## config.mk

```make
export PLATFORM = sky130hd
export DESIGN_NAME = gb_wram_arbiter
export DESIGN_NICKNAME = d
export VERILOG_FILES = /design/src/source/gb_pkg.sv /design/src/source/gb_wram_arbiter.sv
export SDC_FILE = /design/constraint.sdc
export NUM_CORES = 1
export LEC_CHECK = 0
export BUFFER_PORTS_ARGS = -buffer_cell sky130_fd_sc_hd__clkbuf_2
export CAP_MARGIN = 10
export CORE_ASPECT_RATIO = 1.2
export CORE_UTILIZATION = 30
export CTS_BUF_LIST = sky130_fd_sc_hd__clkbuf_4
export DETAILED_ROUTE_END_ITERATION = 12
export PLACE_DENSITY = 0.83
export SLEW_MARGIN = 15
export SYNTH_ARGS = -nofsm -noshare
export SYNTH_HDL_FRONTEND = slang
export SYNTH_SLANG_ARGS = --single-unit
```

## constraint.sdc

```tcl
create_clock -name clk_sys -period 1.1 [get_ports clk_sys]
set_input_delay 0.055 -clock clk_sys [delete_from_list [all_inputs] [get_ports clk_sys]]
set_output_delay 0.055 -clock clk_sys [all_outputs]
set_load 0.01 [all_outputs]
```

## src/source/gb_pkg.sv

```systemverilog
// shared definitions for the console memory and io glue
// address map constants, interrupt numbering, cpu address union
`default_nettype none

package gb_pkg;

	typedef logic [15:0] addr_t;               // cpu or dma address
	typedef logic [7:0]  data_t;               // one data byte
	typedef logic [4:0]  irq_t;                // one bit per interrupt source

	// ------------------------------------------------------------------------
	// two views of one cpu address
	// ------------------------------------------------------------------------
	typedef struct packed {
		logic [7:0] page;                      // high byte, ff for the register page
		logic [7:0] offset;
	} page_view_t;

	typedef struct packed {
		logic [2:0]  region;                   // 11x is work ram and its echo
		logic        upper;                    // upper 4k, banked by svbk
		logic [11:0] offset;
	} wram_view_t;

	typedef union packed {
		page_view_t page_v;                    // hram and registers
		wram_view_t wram_v;                    // work ram and banks
	} cpu_addr_u;

	// address map
	localparam addr_t ADDR_P1        = 16'hFF00;
	localparam addr_t ADDR_IF        = 16'hFF0F;
	localparam addr_t ADDR_SVBK      = 16'hFF70;
	localparam addr_t ADDR_IE        = 16'hFFFF;
	localparam logic [7:0] PAGE_HRAM      = 8'hFF;   // ff80..fffe
	localparam logic [7:0] WRAM_LAST_PAGE = 8'hFD;   // e000..fdff echoes c000..ddff
	localparam logic [7:0] DMA_LAST_PAGE  = 8'hF1;   // dma source limit

	// interrupt numbering, lowest index wins
	localparam int IRQ_VBLANK = 0;
	localparam int IRQ_LCD    = 1;
	localparam int IRQ_TIMER  = 2;
	localparam int IRQ_SERIAL = 3;
	localparam int IRQ_JOYPAD = 4;
	localparam int IRQ_NUM    = 5;
	localparam data_t IRQ_VEC_BASE = 8'h40;     // + 8 * index

	localparam data_t OPEN_BUS = 8'hFF;         // unmapped reads

endpackage

`default_nettype wire

```

## src/source/gb_wram_arbiter.sv

```systemverilog
// work ram arbiter between cpu and oam dma read port
// svbk bank register, address mapping, dma priority and owner tracking
`timescale 1ns/1ps
`default_nettype none

module gb_wram_arbiter #(
	parameter int ADDR_W = 15
) (
	input  wire                 clk_sys,
	input  wire                 reset_ss,
	input  wire                 is_cgb,
	input  gb_pkg::addr_t       cpu_addr,
	input  wire                 cpu_rd,
	input  wire                 cpu_wr,
	input  gb_pkg::data_t       cpu_do,
	input  wire                 sel_wram,
	input  wire                 sel_svbk,
	input  wire                 dma_rd,
	input  gb_pkg::addr_t       dma_addr,
	input  gb_pkg::data_t       ram_q,
	output logic [ADDR_W-1:0]   ram_addr,
	output logic                ram_we,
	output gb_pkg::data_t       ram_d,
	output gb_pkg::data_t       wram_do,
	output gb_pkg::data_t       svbk_do,
	output gb_pkg::data_t       dma_data
);
	import gb_pkg::*;

	cpu_addr_u ca;
	cpu_addr_u da;
	logic [2:0] svbk_r;
	logic [2:0] bank;
	logic dma_wram;         // dma owns the ram this cycle
	logic dma_q;
	logic cpu_blk_q;        // cpu read lost to dma

	assign ca = cpu_addr;
	assign da = dma_addr;

	// lower 4k bank 0, upper 4k the selected bank
	function automatic logic [14:0] map_addr(input cpu_addr_u a, input logic [2:0] bk);
		map_addr = {a.wram_v.upper ? bk : 3'd0, a.wram_v.offset};
	endfunction

	assign bank     = is_cgb ? svbk_r : 3'd1;           // dmg has only bank 1
	assign dma_wram = dma_rd && (da.wram_v.region[2:1] == 2'b11) &&
	                  (da.page_v.page <= DMA_LAST_PAGE);

	// ------------------------------------------------------------------------
	// ram port
	// ------------------------------------------------------------------------
	assign ram_addr = ADDR_W'(dma_wram ? map_addr(da, bank) : map_addr(ca, bank));
	assign ram_we   = sel_wram && cpu_wr && !dma_wram;  // write dropped under dma
	assign ram_d    = cpu_do;

	always_ff @(posedge clk_sys) begin
		if (reset_ss) begin
			svbk_r    <= 3'd1;
			dma_q     <= 1'b0;
			cpu_blk_q <= 1'b0;
		end else begin
			dma_q     <= dma_wram;
			cpu_blk_q <= sel_wram && cpu_rd && dma_wram;
			if (sel_svbk && cpu_wr)
				svbk_r <= (cpu_do[2:0] == 3'd0) ? 3'd1 : cpu_do[2:0];   // 0 -> 1
		end
	end

	always_ff @(posedge clk_sys) begin
		svbk_do <= {5'h1F, svbk_r};
	end

	// route ram output to the owner of the last cycle
	assign dma_data = dma_q ? ram_q : OPEN_BUS;
	assign wram_do  = cpu_blk_q ? OPEN_BUS : ram_q;

	a_dma_owns: assert property (@(posedge clk_sys) disable iff (reset_ss)
		dma_wram |-> !ram_we)
		else $error("cpu write reached work ram during dma read");

endmodule

`default_nettype wire
```

# Word level (Yosys, flattened, before mapping)
# Index checks and enable logic that the tools add are counted.
# totals
ff_bits	8
output_inout_bits	48
in_bits	56
# classes
reduce_logical	9
n_eq_ne	1
n_lt_le_gt_ge	1
muxes	7
# op_table
cell	count
$mux 8	2
$mux 15	1
$mux 3	4
$le 8x8->1 const B	1
$logic_and 1x1->1	7
$logic_not 3->1	1
$eq 2x2->1 const B	1
$logic_not 1->1	1

# Longest topological paths before layout
# Gate-level depths: netlist of the first run.
# logic_depth
depth_word	5
mapped_depth	5
ltp_nobuf	3

# Least setup slack after synthesis of the first run
# OpenSTA, ideal clock, no wires.
# synth_path
path_kind	input to output
startpoint	input dma_addr[9]
endpoint	output ram_addr[5]
arrival_time_ns	0.998
path_slack_ns	0.047
path_stages	5
n_path_buf	2
t_required_ns	1.045
cell_sequence	o311ai_2 nand2b_1 buf_6 buf_12 mux2_4
# synth_via
elab_chain_len	3
# synth_lines
element	line_no	rtl
start, declared	gb_wram_arbiter.sv:19	input gb_pkg::addr_t dma_addr,
$le 8x8->1	gb_wram_arbiter.sv:48	(da.page_v.page <= DMA_LAST_PAGE);
$logic_and 1x1->1	gb_wram_arbiter.sv:47	assign dma_wram = dma_rd && (da.wram_v.region[2:1] == 2'b11) &&
$mux 15	gb_wram_arbiter.sv:53	assign ram_addr = ADDR_W'(dma_wram ? map_addr(da, bank) : map_addr(ca, bank));
end, declared	gb_wram_arbiter.sv:21	output logic [ADDR_W-1:0] ram_addr,
# Every way passes these cells.

# Worst setup path after layout of the first run
# Ends and elaborated chain as after synthesis.

==> results of run 1 <==
## timing repair
action | 4_1_cts | 5_1_grt
buffers inserted | 1 | 0
resized for setup | 2 | 37
endpoints found under the setup margin | 16 | 24
cloned | 0 | 0
pin swaps | 4 | 2
## worst paths after layout
check / slack (ns) / cells past startpoint / to / start
setup / recovery: -0.07 / 6 / ram_addr[5] / dma_addr[9]
hold / removal: 0.02 / 3 / cpu_blk_q / sel_wram
setup reg to reg: 0.47 / 2 / svbk_r[0] / svbk_r[0]
hold reg to reg: 0.37 / 0 / svbk_do[0] / svbk_r[0]
## synth_stat cells
library cell / instances / area share [%]
buf_4: 13 / 14
a41oi_1: 1 / 1.3
a21oi_1: 4 / 2.9
nand2_1: 6 / 3.3
mux2_4: 4 / 8.8
or2_2: 8 / 7.3
nand2b_1: 9 / 8.2
conb_1: 1 / 0.55
and3_2: 1 / 1.1
buf_6: 1 / 1.6
nand3_1: 3 / 2.2
o21bai_1: 1 / 1.1
mux2_2: 5 / 8.2
dfxtp_1: 8 / 23
o311ai_2: 1 / 2.4
buf_12: 1 / 2.9
a22o_2: 3 / 4.4
nor2_1: 3 / 1.6
nor2b_1: 1 / 0.91
nor3_1: 5 / 3.6
## routing by layer
| metal | track usage (%) | vias to the layer above | share of wire [%] |
|---|---|---|---|
| met5 | 0 | - | 0 |
| met4 | 11.11 | 0 | 1.4 |
| met3 | 2.310 | 4 | 8.5 |
| met2 | 29.76 | 54 | 60 |
| met1 | 11.44 | 379 | 30 |
| li1 | - | 416 | - |
## final cells by class
cell class	count	area, sq um	area share [%]
Tap cell	30	37.54	3.074
Timing Repair Buffer	90	523.0	42.83
Multi-Input combinational cell	60	473.0	38.73
Clock buffer	3	22.52	1.844
Sequential cell	8	165.2	13.52
## kinds of logic after synthesis
group	count (synthesis)
multiplexers	9
other	1
buffers and inverters	15
AO/OA/AOI/OAI	10
flip-flops	8
AND/OR/NAND/NOR	36
## worst max-delay path, cell delays in order
cell      delay [ns]
buf_6           0.10
o311ai_4        0.27
nand2b_1        0.10
buf_6           0.16
mux2_4          0.30
clkbuf_2        0.13
## sequential cells by signal, indices dropped and copies added, names as in the netlist
signal     cells
cpu_blk_q      1
dma_q          1
svbk_do        3
svbk_r         3
## metrics by stage
stage          instances  utilization [%]  setup WS, ns  hold WS, ns
6_report             191            57.68      -0.06943      0.02401
5_1_grt              191            57.68       -0.1089      0.01836
4_1_cts              191            52.25      -0.09037      0.02385
3_5_place_dp         187            50.30       -0.1106       0.1101
3_3_place_gp         187            50.30      -0.09725       0.1101
2_1_floorplan         83                -       0.04739       0.1241
## where the power goes
group,leakage (nW),switching [mW],total (mW),internal [mW]
Combinational,0.576,0.159,0.370,0.211
Clock,0.0138,0.0847,0.209,0.124
Sequential,0.0656,0.00700,0.307,0.300
==> summary.md, run 1 <==
| Metric | Value |
|---|---|
| XOR/XNOR Fraction of Synth Area | 0% |
| Post-DP Area | 1065 sq um |
| Setup slack after layout | -0.06943 ns |
| Fin Setup TNS | -0.6215 ns |
| Mux contribution to synthesized area | between 15 and 20% |
| Clk_skew | 0.00005701 ns |
| Largest net degree at the start of global routing | 15 |
| Commonest cells after routing, fill and taps aside | clkbuf_2, buf_6, nand2b_1 |
| Post-DR vias/cell | 4.466 |
| Seq/Total Area, Yosys | 23.36% |
| Diode count | 0 |
| Crit path capture type | output port |
| Synth Register Bits | 8 |
| CTS Hold Bufs | 0 |
| Worst-path clk slew | around 0.050 ns |
| VDD IR max | approximately 320 uV |
| Total gr overflow | 0 |
| Final setup viols | 13 |
| Fillers | 215 |
| Final wirelength | 2035 um |
| Routed wire per std cell | 10.65 um |
| Post-DP HPWL | 1718 um |
| Crit-path max FO | 14 |
| Cell Area, Synth | 685.7 sq um |
| TritonCTS buffer count | 3 |
| Crit path required time | between 1 and 1.5 ns |
| GRT Total Usage | 14.44% |
| Yosys warns | 0 |
| PortBufs | 85 |
| Longest Clk Path Bufs | 2 |
| Share of layout cells above drive strength 1 | 75.16% |
| Number of max-cap violations | 0 |
| Setup crit start kind | primary input |
| P&R area growth vs syn | 78.10% |
| Synth cell types | 20 |
| Failing checks | negative setup slack |
| Final instance area | between 1000 and 1500 sq um |
| P_leak | around 0.66 nW |
| PD cells | just over 700 nW/um^2 |
| Final period utilization | 106.3% |
| DRC violations left | 0 |
| Max-slew violation count | 0 |
| Die area | ~2500 sq um |
| Tot Pwr | between 800 and 900 uW |
| First-pass GRT wire length | 2484 um |
| Die X | between 40 and 50 um |
| Status | finished, violations left |
| I/O pin cnt | around 100 |
| Commonest non-fill, non-tap cell in the layout | clkbuf_2 |
| Simple-Gate Fraction of Synth Area | 28.28% |
| Tmin final | 1.169 ns |
| Skew-Pair Late Insertion Delay | between 0.2 and 0.25 ns |
| Post-Synthesis Cells | slightly below 80 |
| Clock sink count | 8 |
| Core area | 2117 sq um |
| Initial antenna violation count | 0 |
| First-pass iteration count of the detailed router | 4 |
| Worst setup path class | in -> out |
| CTS root buffer | clkbuf_4 |
| Final hold vios | 0 |
| Final net count | between 200 and 250 |
| # H-tree levels | 1 |
| Placer Congestion | 0.7242 |
| Post-route ant nets | 0 |
| Post-Synth Adder-Cell Area | 0% |
| Die H | 54.37 um |
| Post-synthesis compound-gate area fraction | 12.04% |
| Vias in the first global route | 654 |
| Initial Util | around a third |
| Top achievable clock speed | 855.1 MHz |
| Syn_area_per_cell | 8.679 sq um |
| WP data arrival | between 1 and 1.5 ns |
| Largest family of logic cells by synthesized area | simple AND/OR/NAND/NOR gates |
| CTS tree | yes |
| HP Class | in -> reg |
| Initial DRC count | 3 |
| Floorplan row count | 18 |
| RSZ-0062 raised after global routing | yes |
| Vias | 853 |
No activity file was read; power rests on OpenSTA's default activity.
==> run 2, diff against run 1 <==
- CORE_UTILIZATION: 30 -> 29
- CTS_BUF_LIST: sky130_fd_sc_hd__clkbuf_4 -> unset
- PLACE_DENSITY: 0.83 -> 0.8
==> run 2 against run 1 <==
Compared with the run above:
- critical path depth unchanged
- highest routed layer unchanged
- global-route usage up 2.3 points
- routed wire length grew 12%
- first-iteration DRC count rose to 4.0 times the previous value
- sequential cell count unchanged
- total power up 2.8%
- combinational power grew 5.7%
- worst hold slack improved by 0.0073 ns
- clock skew hardly changed
- sequential share of layout area decreased by 0.36 points
- the run still ends with negative setup slack left
- largest cell class unchanged
- final cell count unchanged
==> summary.md, run 2 (synthesis gave the netlist of run 1 again) <==
| Metric | Value |
|---|---|
| Status | finished, violations left (unchanged) |
| Failing checks | negative setup slack (unchanged) |
| Number of max-cap violations | 0 (unchanged) |
| Clock sink count | 8 (unchanged) |
| PD cells | 720.0 nW/um^2 (was 724.6 nW/um^2) |
| CTS Hold Bufs | 0 (unchanged) |
| Post-DR vias/cell | 4.565 (was 4.466) |
| Die X | 46.39 um (was 45.64 um) |
| GR Layer Usage met3 | 3.595% (was 2.310%) |
| Final instance area | 1264 sq um (was 1221 sq um) |
| Placed Instances | 187 (unchanged) |
| TritonCTS buffer count | 3 (unchanged) |
| DRC violations left | 0 (unchanged) |
| Core area | 2140 sq um (was 2117 sq um) |
| Initial antenna violation count | 0 (unchanged) |
| Met2 GRT Util | 34.52% (was 29.76%) |
| Routed wire per std cell | 11.91 um (was 10.65 um) |
| Die H | 55.27 um (was 54.37 um) |
| Post-route ant nets | 0 (unchanged) |
| Die area | 2563 sq um (was 2481 sq um) |
| First-pass GRT wire length | 3105 um (was 2484 um) |
| Worst-path clk slew | 0.05 ns (about the same) |
| Crit-path max FO | 6 (was 14) |
| First-pass iteration count of the detailed router | 4 (unchanged) |
| Crit path required time | 1.04 ns (about the same) |
| Max-slew violation count | 0 (unchanged) |
| Diode count | 0 (unchanged) |
| Commonest cells after routing, fill and taps aside | clkbuf_2, buf_6, nand2b_1 (unchanged) |
| Crit path capture type | output port (unchanged) |
| P_leak | 0.6634 nW (was 0.6557 nW) |
| Final period utilization | 109.6% (was 106.3%) |
| Vias in the first global route | 787 (was 654) |
| Final hold vios | 0 (unchanged) |
| VDD IR max | 305.8 uV (was 315.5 uV) |
| CP dominant cell by count | buf_6 (unchanged) |
| Post-DP HPWL | 1942 um (was 1718 um) |
| GRT Total Usage | 16.78% (was 14.44%) |
| Top flop regs | svbk_do x3, svbk_r x3 (unchanged) |
| # H-tree levels | 1 (unchanged) |
| P&R area growth vs syn | 84.31% (was 78.10%) |
| Commonest non-fill, non-tap cell in the layout | clkbuf_2 (unchanged) |
| HP Class | in -> reg (unchanged) |
| Final net count | 219 (unchanged) |
| Initial Util | 32.05% (was 32.39%) |
| Post-DP Area | 1065 sq um (unchanged) |
| Final wirelength | 2275 um (was 2035 um) |
| Vias | 872 (was 853) |
| Worst-path cell chain | buf_6 > o311ai_4 > nand2b_1 > buf_6 > mux2_4 > buf_6 (was buf_6 > o311ai_4 > nand2b_1 > buf_6 > mux2_4 > clkbuf_2) |
| I/O pin cnt | 104 (unchanged) |
| PortBufs | 85 (unchanged) |
| Gr busiest metal | met2 (unchanged) |
| RSZ-0062 raised after global routing | yes (unchanged) |
| CTS tree | yes (unchanged) |
| WHS | 0.03130 ns (was 0.02401 ns) |
| Tmin final | 1.206 ns (was 1.169 ns) |
| WP data arrival | 1.15 ns (was 1.11 ns) |
| Worst Path Buf+Inv | 3 (unchanged) |
| Share of layout cells above drive strength 1 | 75.78% (was 75.16%) |
| Worst setup path class | in -> out (unchanged) |
| Skew-Pair Late Insertion Delay | 0.25 ns (was 0.24 ns) |
| Largest net degree at the start of global routing | 9 (was 15) |
| Top achievable clock speed | 829.1 MHz (was 855.1 MHz) |
| Final setup viols | 13 (unchanged) |
| Longest Clk Path Bufs | 2 (unchanged) |
| Crit path max-delay family | buffers and inverters (unchanged) |
| Floorplan row count | 18 (unchanged) |
| Clk_skew | 0.0002829 ns (was 0.00005701 ns) |
| Fin cells | 191 (unchanged) |
| Setup slack after layout | -0.1061 ns (was -0.06943 ns) |
| CTS root buffer | clkbuf_4 (unchanged) |
| CP peak stage delay | 0.30 ns (about the same) |
| Setup crit start kind | primary input (unchanged) |
| Critical-path top delay cell | mux2_4 (unchanged) |
| Initial DRC count | 12 (was 3) |
| Total gr overflow | 0 (unchanged) |
| GR Layer Usage met1 | 12.07% (was 11.44%) |
| Placer Congestion | 0.7827 (was 0.7242) |
## run 2: changes by cell type in the layout (fill, tap and decap cells not counted), sizes merged
cell	delta
buf	+5
clkbuf	-5
## run 2: final cells by class
| type | count | area (sq um) |
|---|---|---|
| Fill cell | 197 | 875.8 |
| Clock buffer | 3 | 22.52 |
| Timing Repair Buffer | 90 | 558.0 |
| Sequential cell | 8 | 166.4 |
| Multi-Input combinational cell | 60 | 479.2 |
| Tap cell | 30 | 37.54 |
## run 2: layer usage
layer | up-vias | share of wire (%)
li1 | 418 | -
met1 | 380 | 33
met2 | 70 | 58
met3 | 4 | 8.3
met4 | 0 | 0.62
met5 | - | 0
## run 2: power by group
| group | internal, mW | switching, mW |
|---|---|---|
| registers | 0.300 | 0.00808 |
| clock network | 0.124 | 0.0865 |
| logic | 0.227 | 0.164 |
| total | 0.651 | 0.259 |
## run 2: per-stage QoR
| step | utilization (%) | setup WS [ns] | setup TNS [ns] | power [mW] |
|---|---|---|---|---|
| after detailed placement | 49.77 | -0.1270 | -1.539 | 0.6333 |
| after floorplan | - | 0.04739 | 0 | 0.5007 |
| after CTS | 51.87 | -0.1206 | -1.425 | 0.8576 |
| final | 59.06 | -0.1061 | -0.9545 | 0.9099 |
| after global routing | 59.06 | -0.1530 | -1.641 | 0.9659 |
| after global placement | 49.77 | -0.1011 | -1.157 | 0.6244 |
## run 2: worst paths after layout
path	slack (ns)	depth (start not counted)	endpoint	from
max reg2reg	0.43	2	svbk_r[0]	svbk_r[0]
min reg2reg	0.37	0	svbk_do[0]	svbk_r[0]
min	0.03	2	dma_q	reset_ss
max	-0.11	6	ram_addr[8]	dma_addr[9]
## run 2: timing repair
action | in CTS | in global routing
gates resized for setup | 3 | 51
buffers inserted | 1 | 0
pin swaps | 5 | 3
endpoints found under the setup margin | 16 | 24
==> run 3, diff against run 2 <==
- CTS_BUF_LIST: unset -> sky130_fd_sc_hd__clkbuf_4 sky130_fd_sc_hd__clkbuf_8 sky130_fd_sc_hd__clkbuf_16
- MAX_ROUTING_LAYER: unset -> met4
==> run 3 against run 2 <==
Compared with the run above:
- the run still ends with negative setup slack left
- global-route usage is 0.43 points higher
- die area stayed put
- sequential cell count stayed put
- largest cell class unchanged
- sequential power hardly changed
- highest routed layer unchanged
- largest power group unchanged
- clock power hardly changed
- design area stayed put
- critical path depth stayed put
- worst setup slack better by 0.0015 ns
- routed wire length is 0.70% higher
==> summary.md, run 3 (synthesis gave the netlist of run 1 again) <==
| Metric | Value |
|---|---|
| Status | finished, violations left (unchanged) |
| Failing checks | negative setup slack (unchanged) |
| Longest Clk Path Bufs | 2 (unchanged) |
| Setup slack after layout | -0.1046 ns (was -0.1061 ns) |
| Reg2reg path depth | 2 (unchanged) |
| PortBufs | 85 (unchanged) |
| I/O pin cnt | 104 (unchanged) |
| Worst setup path class | in -> out (unchanged) |
| First-pass GRT wire length | 3091 um (was 3105 um) |
| Setup crit start kind | primary input (unchanged) |
| PD cells | 719.7 nW/um^2 (was 720.0 nW/um^2) |
| R2r setup slk | 0.44 ns (was 0.43 ns) |
| Post-route ant nets | 0 (unchanged) |
| Final net count | 219 (unchanged) |
| TritonCTS buffer count | 3 (unchanged) |
| Fin cells | 191 (unchanged) |
| Largest net degree at the start of global routing | 9 (unchanged) |
| Worst Hold End | svbk_r[1] (was dma_q) |
| Vias in the first global route | 783 (was 787) |
| Post-DP HPWL | 1942 um (unchanged) |
| HP Class | in -> reg (unchanged) |
| Placed Instances | 187 (unchanged) |
| Placer Congestion | 0.7936 (was 0.7827) |
| # H-tree levels | 1 (unchanged) |
| Commonest non-fill, non-tap cell in the layout | clkbuf_2 (unchanged) |
| Die X | 46.39 um (unchanged) |
| Final setup viols | 13 (unchanged) |
| Fin Setup TNS | -0.9312 ns (was -0.9545 ns) |
| Top achievable clock speed | 830.2 MHz (was 829.1 MHz) |
| Initial Util | 32.05% (unchanged) |
| Crit path required time | 1.04 ns (about the same) |
| Clock power frac | 23.1% (about the same) |
| Floorplan row count | 18 (unchanged) |
| WHS | 0.03597 ns (was 0.03130 ns) |
| Worst-path clk slew | 0.05 ns (about the same) |
| Clk_skew | 0.0008141 ns (was 0.0002829 ns) |
| Die area | 2563 sq um (unchanged) |
| Comb pwr share | 43.0% (about the same) |
| Vias | 880 (was 872) |
| WP data arrival | 1.15 ns (about the same) |
| P&R area growth vs syn | 84.31% (unchanged) |
| Routed wire per std cell | 11.99 um (was 11.91 um) |
| Clock sink count | 8 (unchanged) |
| Tmin final | 1.205 ns (was 1.206 ns) |
| CTS root buffer | clkbuf_4 (unchanged) |
| Post-DR vias/cell | 4.607 (was 4.565) |
| VDD IR max | 305.1 uV (was 305.8 uV) |
| Skew-Pair Late Insertion Delay | 0.25 ns (about the same) |
| CTS tree | yes (unchanged) |
| Share of layout cells above drive strength 1 | 75.78% (unchanged) |
| Switching power share of the total | 28.42% (was 28.45%) |
| Worst hold start | reset_ss (unchanged) |
| Diode count | 0 (unchanged) |
| R2R Path Start | svbk_r[0] (unchanged) |
| Final hold vios | 0 (unchanged) |
| Number of max-cap violations | 0 (unchanged) |
| DRC violations left | 0 (unchanged) |
| Initial DRC count | 11 (was 12) |
| P_sw | 258.5 uW (was 258.9 uW) |
| RSZ-0062 raised after global routing | yes (unchanged) |
| Max-slew violation count | 0 (unchanged) |
| Internal power | 651.0 uW (about the same) |
| Setup crit start | dma_addr[9] (unchanged) |
| Commonest cells after routing, fill and taps aside | clkbuf_2, buf_6, nand2b_1 (unchanged) |
| First-pass iteration count of the detailed router | 4 (unchanged) |
| Top flop regs | svbk_do x3, svbk_r x3 (unchanged) |
| Sequential Power Share | 33.9% (about the same) |
| Final wirelength | 2291 um (was 2275 um) |
| Crit path capture type | output port (unchanged) |
| Final period utilization | 109.5% (was 109.6%) |
| Crit-path max FO | 6 (unchanged) |
| GRT Total Usage | 17.22% (was 16.78%) |
| WHS Path Cells | 2 (unchanged) |
| Core area | 2140 sq um (unchanged) |
| P_leak | 0.6634 nW (unchanged) |
| Initial antenna violation count | 0 (unchanged) |
| Total gr overflow | 0 (unchanged) |
| Critical R2R Capture | svbk_r[0] (unchanged) |
| Die H | 55.27 um (unchanged) |
==> run 3: cell counts in the layout (fill, tap and decap cells not counted) <==
Identical to the previous run, type by type.
==> run 3: what timing repair did <==
item	in CTS	in global routing
buffers inserted	1	0
pin swaps	5	3
hold buffers	0	0
setup endpoints to repair	16	24
resized for setup	3	51
==> run 3: worst max-delay path by stage <==
stage             endpoint  slack, ns  cells past startpoint
2_1_floorplan  ram_addr[5]       0.05                      5
3_3_place_gp   ram_addr[5]      -0.10                      6
3_5_place_dp   ram_addr[8]      -0.13                      6
4_1_cts        ram_addr[2]      -0.12                      6
5_1_grt        ram_addr[8]      -0.15                      6
6_report       ram_addr[8]      -0.10                      6
==> run 3: layout make-up <==
class                           instances  area [sq um]
Fill cell                             197         875.8
Timing Repair Buffer                   90         558.0
Multi-Input combinational cell         60         479.2
Sequential cell                         8         166.4
Tap cell                               30         37.54
Clock buffer                            3         22.52
==> run 3: power by group through the flow <==
| stage | Clock [mW] | Sequential, mW | Combinational [mW] |
|---|---|---|---|
| 3_5_place_dp | 0 | 0.315 | 0.318 |
| 2_1_floorplan | 0 | 0.315 | 0.186 |
| 4_1_cts | 0.222 | 0.309 | 0.327 |
| 3_3_place_gp | 0 | 0.314 | 0.310 |
| 5_1_grt | 0.237 | 0.309 | 0.420 |
| 6_report | 0.210 | 0.308 | 0.391 |
==> run 3: critical path, stage by stage <==
cell and delay (ns):
buf_6 0.10, o311ai_4 0.28, nand2b_1 0.14, buf_6 0.16, mux2_4 0.30, buf_6 0.12
==> run 3: through the flow <==
| step | cell area, sq um | utilization (%) | total power, mW | setup slack (ns) |
|---|---|---|---|---|
| global route | 1264 | 59.06 | 0.9659 | -0.1530 |
| global placement | 1065 | 49.77 | 0.6244 | -0.1011 |
| detailed placement | 1065 | 49.77 | 0.6333 | -0.1270 |
| finish | 1264 | 59.06 | 0.9095 | -0.1046 |
| floorplan | 700.7 | - | 0.5007 | 0.04739 |
| CTS | 1110 | 51.87 | 0.8576 | -0.1206 |
==> run 3: per-layer routing <==
metal | up-vias | GRT usage (%) | routed length [um]
met5 | - | - | 0
met4 | 0 | 8.824 | 14
met3 | 4 | 2.941 | 213
met2 | 78 | 34.52 | 1316
met1 | 378 | 12.47 | 747
li1 | 420 | - | -
